File: config.mk
export PLATFORM = sky130hd
export DESIGN_NAME = board_specific_top
export DESIGN_NICKNAME = d
export VERILOG_FILES = /design/src/board_pkg.sv /design/src/board_specific_top.sv /design/src/inmp441_mic_i2s_receiver.sv /design/src/mic_level_display.sv /design/src/tm1638_board_controller.sv
export SDC_FILE = /design/constraint.sdc
export NUM_CORES = 1
export LEC_CHECK = 0
export BUFFER_PORTS_ARGS = -buffer_cell sky130_fd_sc_hd__buf_2
export CAP_MARGIN = 20
export CORE_AREA = 2 2 138 194
export DETAILED_ROUTE_END_ITERATION = 10
export DIE_AREA = 0 0 140 196
export PLACE_DENSITY_LB_ADDON = 0.25
export SYNTH_ARGS = -nofsm -noshare
export SYNTH_HDL_FRONTEND = slang
export SYNTH_SLANG_ARGS = --single-unit
export TNS_END_PERCENT = 5
File: constraint.sdc
create_clock -name clk -period 10.3 [get_ports clk]
set_clock_uncertainty 0.1 [all_clocks]
set_input_delay 2.06 -clock clk [delete_from_list [all_inputs] [get_ports clk]]
set_output_delay 2.06 -clock clk [all_outputs]
set_load 0.05 [all_outputs]
File: src/board_pkg.sv
`default_nettype none

package board_pkg;

    // ------------------------------
    // Rates and widths
    // ------------------------------

    localparam int clk_mhz           = 48;              // System clock, MHz
    localparam int w_tm_key          = 8;
    localparam int w_tm_led          = 8;
    localparam int w_tm_digit        = 8;
    localparam int w_sample          = 24;              // INMP441 word
    localparam int mic_sck_half      = clk_mhz / 12;    // 6 MHz bit clock
    localparam int mic_bits_per_word = 32;              // Per word-select half
    localparam int tm_clk_half       = clk_mhz / 12;    // 6 MHz panel clock
    localparam int scan_period       = 16;              // Cycles per shown digit

    // ------------------------------
    // Opcodes and FSM states
    // ------------------------------

    typedef enum logic [7:0] {
        cmd_write_auto = 8'h40,    // Data write, address auto increment
        cmd_read_keys  = 8'h42,
        cmd_addr0      = 8'hc0,
        cmd_display_on = 8'h8f     // Full brightness
    } tm_cmd_t;

    typedef enum logic [2:0] {
        st_idle,
        st_cmd_write,
        st_addr_data,
        st_cmd_display,
        st_cmd_read,
        st_read_keys,
        st_gap
    } tm_state_t;

    typedef enum logic [1:0] {
        st_wait_ws,
        st_skip,
        st_shift,
        st_ignore
    } i2s_state_t;

    // Segment a is the MSB, the decimal point stays dark
    function automatic logic [7:0] hex_to_segments(input logic [3:0] nibble);
        case (nibble)
            4'h0:    hex_to_segments = 8'b1111_1100;
            4'h1:    hex_to_segments = 8'b0110_0000;
            4'h2:    hex_to_segments = 8'b1101_1010;
            4'h3:    hex_to_segments = 8'b1111_0010;
            4'h4:    hex_to_segments = 8'b0110_0110;
            4'h5:    hex_to_segments = 8'b1011_0110;
            4'h6:    hex_to_segments = 8'b1011_1110;
            4'h7:    hex_to_segments = 8'b1110_0000;
            4'h8:    hex_to_segments = 8'b1111_1110;
            4'h9:    hex_to_segments = 8'b1111_0110;
            4'ha:    hex_to_segments = 8'b1110_1110;
            4'hb:    hex_to_segments = 8'b0011_1110;
            4'hc:    hex_to_segments = 8'b1001_1100;
            4'hd:    hex_to_segments = 8'b0111_1010;
            4'he:    hex_to_segments = 8'b1001_1110;
            default: hex_to_segments = 8'b1000_1110;
        endcase
    endfunction

endpackage

`default_nettype wire

File: src/board_specific_top.sv
`default_nettype none

module board_specific_top
(
    input  logic clk,
    input  logic rst_n,

    output logic mic_sck,
    output logic mic_ws,
    output logic mic_lr,
    input  logic mic_sd,

    output logic sio_clk,
    output logic sio_stb,
    output logic sio_data_out,
    output logic sio_data_oe,
    input  logic sio_data_in
);

    logic [board_pkg::w_sample - 1:0]   sample;
    logic                               sample_valid;
    logic [7:0]                         abcdefgh;
    logic [7:0]                         hgfedcba;
    logic [board_pkg::w_tm_digit - 1:0] digit;
    logic [board_pkg::w_tm_led - 1:0]   led;
    logic [board_pkg::w_tm_key - 1:0]   keys;
    logic                               user_rst_n;

    // ------------------------------
    // Glue
    // ------------------------------

    assign user_rst_n = rst_n && !keys[board_pkg::w_tm_key - 1];  // Last key resets the meter

    for (genvar i = 0; i < 8; i++)
    begin : g_reverse
        assign hgfedcba[i] = abcdefgh[7 - i];    // Panel wants segment a in bit 0
    end

    // ------------------------------
    // Instances
    // ------------------------------

    inmp441_mic_i2s_receiver i_microphone
    (
        .clk          ( clk          ),
        .rst_n        ( rst_n        ),
        .sd           ( mic_sd       ),
        .sck          ( mic_sck      ),
        .ws           ( mic_ws       ),
        .lr           ( mic_lr       ),
        .sample       ( sample       ),
        .sample_valid ( sample_valid )
    );

    mic_level_display i_level
    (
        .clk          ( clk          ),
        .rst_n        ( user_rst_n   ),
        .sample       ( sample       ),
        .sample_valid ( sample_valid ),
        .keys         ( keys         ),
        .abcdefgh     ( abcdefgh     ),
        .digit        ( digit        ),
        .led          ( led          )
    );

    tm1638_board_controller i_tm1638
    (
        .clk          ( clk          ),
        .rst_n        ( rst_n        ),
        .hgfedcba     ( hgfedcba     ),
        .digit        ( digit        ),
        .ledr         ( led          ),
        .keys         ( keys         ),
        .sio_clk      ( sio_clk      ),
        .sio_stb      ( sio_stb      ),
        .sio_data_out ( sio_data_out ),
        .sio_data_oe  ( sio_data_oe  ),
        .sio_data_in  ( sio_data_in  )
    );

endmodule

`default_nettype wire

File: src/inmp441_mic_i2s_receiver.sv
`default_nettype none

module inmp441_mic_i2s_receiver
(
    input  logic                             clk,
    input  logic                             rst_n,
    input  logic                             sd,
    output logic                             sck,
    output logic                             ws,
    output logic                             lr,
    output logic [board_pkg::w_sample - 1:0] sample,
    output logic                             sample_valid
);

    logic [$clog2(board_pkg::mic_sck_half) - 1:0]          div_cnt;
    logic [$clog2(2 * board_pkg::mic_bits_per_word) - 1:0] bit_cnt;
    logic                                                  div_end;
    logic                                                  sck_rise;
    logic                                                  sck_fall;
    logic                                                  last_bit;

    board_pkg::i2s_state_t                                 state;
    logic [board_pkg::w_sample - 2:0]                      shift_reg;

    // ------------------------------
    // Bit clock and word select
    // ------------------------------

    assign div_end  = int'(div_cnt) == board_pkg::mic_sck_half - 1;
    assign sck_rise = div_end && !sck;
    assign sck_fall = div_end && sck;
    assign last_bit = int'(bit_cnt) == board_pkg::w_sample;   // Delay bit sits at count 0

    always_ff @(posedge clk)
    begin
        if (!rst_n)
        begin
            div_cnt <= '0;
            sck     <= 1'b0;
            bit_cnt <= '0;
        end
        else
        begin
            if (div_end)
            begin
                div_cnt <= '0;
                sck     <= !sck;
            end
            else
                div_cnt <= div_cnt + 1'b1;

            if (sck_fall)
                bit_cnt <= bit_cnt + 1'b1;      // ws moves with the falling edge
        end
    end

    assign ws = bit_cnt[$bits(bit_cnt) - 1];    // Low for the left half
    assign lr = 1'b0;                           // Select left channel

    // ------------------------------
    // Left channel capture
    // ------------------------------

    always_ff @(posedge clk)
    begin
        if (!rst_n)
        begin
            state        <= board_pkg::st_wait_ws;
            sample_valid <= 1'b0;
        end
        else
        begin
            sample_valid <= 1'b0;
            case (state)
                board_pkg::st_wait_ws:
                    if (!ws)
                        state <= board_pkg::st_skip;
                board_pkg::st_skip:
                    if (sck_rise)
                        state <= board_pkg::st_shift;   // Past the delay bit
                board_pkg::st_shift:
                    if (sck_rise && last_bit)
                    begin
                        state        <= board_pkg::st_ignore;
                        sample_valid <= 1'b1;
                    end
                default:
                    if (ws)
                        state <= board_pkg::st_wait_ws; // Right half is dropped
            endcase
        end
    end

    always_ff @(posedge clk)
    begin
        if (state == board_pkg::st_shift && sck_rise)
        begin
            shift_reg <= {shift_reg[board_pkg::w_sample - 3:0], sd};   // MSB first
            if (last_bit)
                sample <= {shift_reg, sd};
        end
    end

endmodule

`default_nettype wire

File: src/mic_level_display.sv
`default_nettype none

module mic_level_display
(
    input  logic                               clk,
    input  logic                               rst_n,
    input  logic [board_pkg::w_sample - 1:0]   sample,
    input  logic                               sample_valid,
    input  logic [board_pkg::w_tm_key - 1:0]   keys,
    output logic [7:0]                         abcdefgh,
    output logic [board_pkg::w_tm_digit - 1:0] digit,
    output logic [board_pkg::w_tm_led - 1:0]   led
);

    logic [board_pkg::w_sample - 1:0]                     magnitude;
    logic [board_pkg::w_sample - 1:0]                     peak;
    logic [$clog2(board_pkg::scan_period) - 1:0]          scan_cnt;
    logic [$clog2(board_pkg::w_tm_digit) - 1:0]           digit_idx;
    logic [board_pkg::w_tm_key + board_pkg::w_sample - 1:0] shown;

    // ------------------------------
    // Peak detector
    // ------------------------------

    always_comb
    begin
        if (!sample[board_pkg::w_sample - 1])
            magnitude = sample;
        else if (sample[board_pkg::w_sample - 2:0] == '0)
            magnitude = {1'b0, {(board_pkg::w_sample - 1){1'b1}}};  // Saturate full scale
        else
            magnitude = -sample;
    end

    always_ff @(posedge clk)
    begin
        if (!rst_n)
            peak <= '0;
        else if (keys[0])
            peak <= '0;                         // Key 0 restarts the hold
        else if (sample_valid && magnitude > peak)
            peak <= magnitude;
    end

    // ------------------------------
    // Digit scan and LED bar
    // ------------------------------

    always_ff @(posedge clk)
    begin
        if (!rst_n)
        begin
            scan_cnt  <= '0;
            digit_idx <= '0;
        end
        else if (int'(scan_cnt) == board_pkg::scan_period - 1)
        begin
            scan_cnt  <= '0;
            digit_idx <= digit_idx + 1'b1;      // Wraps after digit 7
        end
        else
            scan_cnt <= scan_cnt + 1'b1;
    end

    always_comb
    begin
        digit            = '0;
        digit[digit_idx] = 1'b1;
        for (int i = 0; i < board_pkg::w_tm_led; i++)
        begin
            led[i] = |(peak >> (15 + i));       // Peak at or above 2**(15+i)
        end
    end

    // Peak nibbles on digits 0 to 5, key byte on 6 and 7
    assign shown    = {keys, peak};
    assign abcdefgh = board_pkg::hex_to_segments(shown[digit_idx * 4 +: 4]);

endmodule

`default_nettype wire

File: src/tm1638_board_controller.sv
`default_nettype none

module tm1638_board_controller
(
    input  logic                               clk,
    input  logic                               rst_n,
    input  logic [7:0]                         hgfedcba,
    input  logic [board_pkg::w_tm_digit - 1:0] digit,
    input  logic [board_pkg::w_tm_led - 1:0]   ledr,
    output logic [board_pkg::w_tm_key - 1:0]   keys,
    output logic                               sio_clk,
    output logic                               sio_stb,
    output logic                               sio_data_out,
    output logic                               sio_data_oe,
    input  logic                               sio_data_in
);

    logic [7:0]                                  seg_slot  [board_pkg::w_tm_digit];
    logic [7:0]                                  frame_seg [board_pkg::w_tm_digit];
    logic [board_pkg::w_tm_led - 1:0]            led_slot;
    logic [board_pkg::w_tm_led - 1:0]            frame_led;

    board_pkg::tm_state_t                        state;
    board_pkg::tm_state_t                        next_state;  // Window after the stb pulse
    board_pkg::tm_cmd_t                          opcode;
    logic [$clog2(board_pkg::tm_clk_half) - 1:0] div_cnt;
    logic                                        half_tick;
    logic                                        phase;       // Low half, then high half
    logic [2:0]                                  bit_cnt;
    logic [4:0]                                  byte_cnt;
    logic [7:0]                                  shift_reg;
    logic [7:0]                                  rx_byte;
    logic [7:0]                                  data_byte;
    logic [board_pkg::w_tm_key - 1:0]            key_acc;
    logic [board_pkg::w_tm_key - 1:0]            key_next;
    logic                                        active;
    logic                                        win_start;
    logic                                        bit_rise;
    logic                                        bit_end;
    logic                                        byte_end;

    // ------------------------------
    // Strobes and pin levels
    // ------------------------------

    assign half_tick = int'(div_cnt) == board_pkg::tm_clk_half - 1;
    assign active    = !(state inside {board_pkg::st_idle, board_pkg::st_gap});
    assign win_start = half_tick && state == board_pkg::st_idle && phase;
    assign bit_rise  = half_tick && active && !phase;
    assign bit_end   = half_tick && active && phase;
    assign byte_end  = bit_end && &bit_cnt;

    assign sio_clk      = active ? phase : 1'b1;
    assign sio_stb      = !active;
    assign sio_data_oe  = active && state != board_pkg::st_read_keys;
    assign sio_data_out = shift_reg[0];                   // LSB first

    always_comb
    begin
        case (next_state)
            board_pkg::st_cmd_write:   opcode = board_pkg::cmd_write_auto;
            board_pkg::st_addr_data:   opcode = board_pkg::cmd_addr0;
            board_pkg::st_cmd_display: opcode = board_pkg::cmd_display_on;
            default:                   opcode = board_pkg::cmd_read_keys;
        endcase
    end

    // Even bytes carry segments, odd bytes an LED in bit 0
    assign data_byte = byte_cnt[0] ? {7'b0, frame_led[byte_cnt[3:1]]}
                                   : frame_seg[byte_cnt[3:1]];

    always_comb
    begin
        key_next                        = key_acc;
        key_next[byte_cnt[1:0]]         = rx_byte[0];
        key_next[{1'b1, byte_cnt[1:0]}] = rx_byte[4];     // Keys 4 to 7 in bit 4
    end

    // ------------------------------
    // Frame sequencer
    // ------------------------------

    always_ff @(posedge clk)
    begin
        if (!rst_n)
        begin
            div_cnt    <= '0;
            state      <= board_pkg::st_gap;              // Let the slots fill first
            next_state <= board_pkg::st_cmd_write;
            phase      <= 1'b0;
            bit_cnt    <= '0;
            byte_cnt   <= '0;
            keys       <= '0;
        end
        else
        begin
            div_cnt <= half_tick ? '0 : div_cnt + 1'b1;
            if (half_tick)
            begin
                case (state)
                    board_pkg::st_idle:
                    begin
                        phase <= !phase;                  // One serial period, stb high
                        if (phase)
                        begin
                            state    <= next_state;
                            byte_cnt <= '0;
                        end
                    end
                    board_pkg::st_gap:
                    begin
                        byte_cnt <= byte_cnt + 1'b1;      // 32 halves between frames
                        if (&byte_cnt)
                        begin
                            state      <= board_pkg::st_idle;
                            next_state <= board_pkg::st_cmd_write;
                        end
                    end
                    default:
                    begin
                        phase <= !phase;
                        if (phase)
                            bit_cnt <= bit_cnt + 1'b1;
                        if (byte_end)
                        begin
                            case (state)
                                board_pkg::st_cmd_write:
                                begin
                                    state      <= board_pkg::st_idle;
                                    next_state <= board_pkg::st_addr_data;
                                end
                                board_pkg::st_addr_data:
                                    if (byte_cnt == 5'd16)
                                    begin
                                        state      <= board_pkg::st_idle;
                                        next_state <= board_pkg::st_cmd_display;
                                    end
                                    else
                                        byte_cnt <= byte_cnt + 1'b1;
                                board_pkg::st_cmd_display:
                                begin
                                    state      <= board_pkg::st_idle;
                                    next_state <= board_pkg::st_cmd_read;
                                end
                                board_pkg::st_cmd_read:
                                    state <= board_pkg::st_read_keys;   // Same window
                                default:
                                    if (byte_cnt == 5'd3)
                                    begin
                                        keys     <= key_next;
                                        state    <= board_pkg::st_gap;
                                        byte_cnt <= '0;
                                    end
                                    else
                                        byte_cnt <= byte_cnt + 1'b1;
                            endcase
                        end
                    end
                endcase
            end
        end
    end

    // ------------------------------
    // Slots and shifters
    // ------------------------------

    always_ff @(posedge clk)
    begin
        for (int i = 0; i < board_pkg::w_tm_digit; i++)
        begin
            if (digit[i])
                seg_slot[i] <= hgfedcba;
        end
        led_slot <= ledr;

        if (win_start && next_state == board_pkg::st_cmd_write)
        begin
            frame_seg <= seg_slot;                        // Snapshot for the whole frame
            frame_led <= led_slot;
        end

        if (win_start)
            shift_reg <= opcode;
        else if (byte_end && state == board_pkg::st_addr_data)
            shift_reg <= data_byte;
        else if (bit_end)
            shift_reg <= shift_reg >> 1;

        if (bit_rise)
            rx_byte <= {sio_data_in, rx_byte[7:1]};
        if (byte_end && state == board_pkg::st_read_keys)
            key_acc <= key_next;
    end

endmodule

`default_nettype wire
==> impl_metrics.py <==
metrics = {
    "global_routing": {
        "antenna_found_initial": 0,
        "grt_pass1_wl_mm": 35.2,
        "grt_pass1_vias": 6807,
        "grt_overflow_total": 0,
        "grt_start_max_net_pins": 65,
        "grt_use_total": 0.157,
    },
    "floorplanning": {
        "rows": 70,
        "io_pins": 11,
        "core_area_sq_um": 25800,
        "die_area_sq_um": 27400,
        "die_w_um": 140,
        "fp.dieH_um": 196,
        "initial_core_util": 0.444,
    },
    "route": {
        "drtIter0Drc": 292,
        "drtAntennaViolNets": 0,
        "post_drt_wl_per_cell_um": 17.2,
        "drt_wl_total_mm": 21.2,
        "drc": 0,
        "viasPerCell": 5.48,
        "drt-pass1-iter-count": 4,
        "via_count": 6761,
    },
    "yosys": {
        "synthSimpleGateAreaFrac": 0.113,
        "synthesis.area_sq_um": 11500,
        "synth_compound_gate_area_share": 0.0846,
        "synth_warnings": 0,
        "ys_ff_latch": 267,
        "avgSynthCellArea_sq_um": 12.9,
        "synthFlopType": "edfxtp_1",
        "synth_top_family_by_area": "simple AND/OR/NAND/NOR gates",
        "synth_nets": 940,
        "synth.area.mux_share": 0.0695,
        "synth_cell_types": 65,
        "synth-seq-area-share": 0.632,
        "ys_async_sr_fraction": 0,
        "synth_edf_count": 191,
        "yosys.area_share.adder": 0.0523,
        "synthXorXnorAreaFrac": 0.0175,
        "synthCells": 888,
    },
    "cells_and_area": {
        "syn2layout_area_growth_pct": 10.1,
        "biggestRegsByFlops": "i_tm1638.frame_seg x56, i_tm1638.seg_slot x56",
        "final-seq-area_sq_um": 7260,
        "nFillCells": 2213,
        "drive_above_1_share": 0.116,
        "postLayoutCellArea_sq_um": 12600,
        "antenna_cells": 0,
        "nNetsFinal": 945,
        "multi_input_area_sq_um": 3900,
    },
    "run": {
        "cap_violations": 0,
    },
    "timing": {
        "slew_viol_final": 0,
        "maxSlewHeadroom": 0.282,
        "period_needed_ps": 5340,
        "hold_ws_ps": 304,
        "finalHoldViolations": 0,
        "setup_viol": 0,
        "setup_tns_ps": 0,
        "worst_slew_pin_slew_ps": 1070,
        "rsz0062_at_grt": "no",
        "fin_crit_sh": 0.518,
        "fmax_mhz": 187,
    },
    "clock_network": {
        "cts_made_buffers": 24,
        "clk_path_buf_depth": 3,
        "cts.sinks": 267,
        "hold_buffers": 0,
        "cts-root-buf": "clkbuf_16",
        "tritoncts": "done",
        "cts_max_level": 1,
        "clk_latency_ps": 510,
        "clkTransAtPathRegs_ps": 70,
        "cts_resized": 0,
        "postCtsSetupBuffers": 0,
    },
    "worst_setup_path": {
        "worstPathRequired_ps": 10650,
        "cp-end-kind": "register",
        "critPathMaxFanout": 16,
        "startpoint_type": "register",
        "crit_buf_inv": 1,
        "max_stage_delay_ps": 760,
        "cpLargestDelayFamily": "compound AO/OA/AOI/OAI gates",
        "crit_type": "register to register",
        "crit_arrival_ps": 5690,
        "crit_chain": "or4_1, or4_1, o41ai_2, mux2i_1, ha_1, a21o_1, a21o_1, a2111oi_0, o2111ai_1, buf_4, a211oi_1, a31o_2",
        "critPathSlowestCell": "a2111oi_0",
    },
    "power": {
        "power_density_nw_per_um2": 161,
        "p_leak_nw": 4.27,
        "p_total_mw": 2.03,
        "vdd_ir_drop_max_uv": 129,
    },
    "status": {
        "status": "finished clean",
    },
    "placement": {
        "place_congestion": 0.837,
        "dp_hpwl_mm": 14.6,
        "io_buffers": 9,
        "placed_cell_area_sq_um": 11900,
    },
    "hold_path": {
        "hp-class": "register to register",
    },
}
kinds of logic after synthesis:
kind of cell / count (synthesis)
DFF: 267
and+or+nand+nor: 255
AOI/OAI and AO/OA: 151
buffers and inverters: 89
muxes: 54
adders and majority gates: 48
xor gates and xnor gates: 23
other: 1
final timing paths:
check | startpoint | end | slack (ps) | depth (start not counted)
min | i_tm1638.led_slot[0] | i_tm1638.frame_led[0] | 300 | 0
max | i_microphone.sample[7] | i_level.peak[13] | 4960 | 12
max reg2reg | i_microphone.sample[7] | i_level.peak[13] | 4960 | 12
min reg2reg | i_tm1638.led_slot[0] | i_tm1638.frame_led[0] | 300 | 0
stage by stage:
step | utilization | std cells | worst slack, ps
6_report | 0.489 | 1234 | 4960
2_1_floorplan | - | 888 | 1930
5_1_grt | 0.489 | 1234 | 4420
3_3_place_gp | 0.459 | 1188 | 5070
4_1_cts | 0.488 | 1232 | 4930
3_5_place_dp | 0.459 | 1189 | 4970
cells in the mapped netlist, types with 3 or more instances:
library cell  count  area share
nor2b_1           8      0.0044
nor4b_1           3      0.0023
nand2_1          44       0.014
nor3b_1           4      0.0026
nor2_1           63       0.021
nor3_1           39       0.017
a221oi_1          3      0.0023
buf_2             7      0.0031
a21oi_1          51       0.022
a211oi_1          8      0.0052
ha_1             48       0.052
or3b_2            3      0.0023
and3_1            8      0.0044
edfxtp_1        191        0.50
nand2b_1          9      0.0049
inv_1            44       0.014
or3_1             9      0.0049
o31a_1            3      0.0023
a21o_1            3      0.0020
xnor2_1           5      0.0038
mux2_2           16       0.016
o211ai_1          4      0.0026
mux4_2           19       0.037
or2_2             3      0.0016
o41ai_1           6      0.0046
dfxtp_1          76        0.13
nand3_1          29       0.013
o21ai_0          31       0.014
a22oi_1          10      0.0065
mux2i_1          19       0.017
xor2_1           18       0.014
clkbuf_1         31       0.010
buf_1             4      0.0013
a31oi_1           3      0.0016
o31ai_1           8      0.0052
or4_1             9      0.0059
nand4_1          12      0.0065
placed cells by master (no fill, tap or decap), drive strengths merged, types with 19 or more instances in the layout:
cell type  instances
a21oi             51
buf               22
clkbuf            27
dfxtp             76
edfxtp           191
ha                48
inv               46
mux2i             19
mux4              19
nand2             44
nand3             29
nor2              63
nor3              40
o21ai             32
where the power goes:
| group | total [mW] | switching (mW) | internal, mW |
|---|---|---|---|
| clock network | 0.844 | 0.375 | 0.468 |
| registers | 1.15 | 0.00539 | 1.14 |
| logic | 0.0413 | 0.0244 | 0.0169 |
| total | 2.03 | 0.405 | 1.63 |
layer usage:
layer	vias up	track usage	wire [um]
met5	-	0	0
met4	0	0.0501	495
met3	35	0.0215	663
met2	82	0.294	11100
met1	3295	0.186	8920
li1	3349	-	-
worst reg2reg max path, cell delays in order, from the launching register on:
cell       delay (ps)
edfxtp_1          400
or4_1             700
or4_1             700
o41ai_2           280
mux2i_1           300
ha_1              290
a21o_1            160
a21o_1            170
a2111oi_0         760
o2111ai_1         620
buf_4             400
a211oi_1          270
a31o_2            140
layout make-up:
| cell class | instances | share of cell area |
|---|---|---|
| Sequential cell | 267 | 0.574 |
| Tap cell | 324 | 0.0321 |
| Multi-Input combinational cell | 532 | 0.308 |
| Timing Repair Buffer | 22 | 0.0128 |
| Inverter | 46 | 0.0137 |
| Clock buffer | 27 | 0.0501 |
| Clock inverter | 16 | 0.00881 |
No activity file was read; power rests on OpenSTA's default activity.
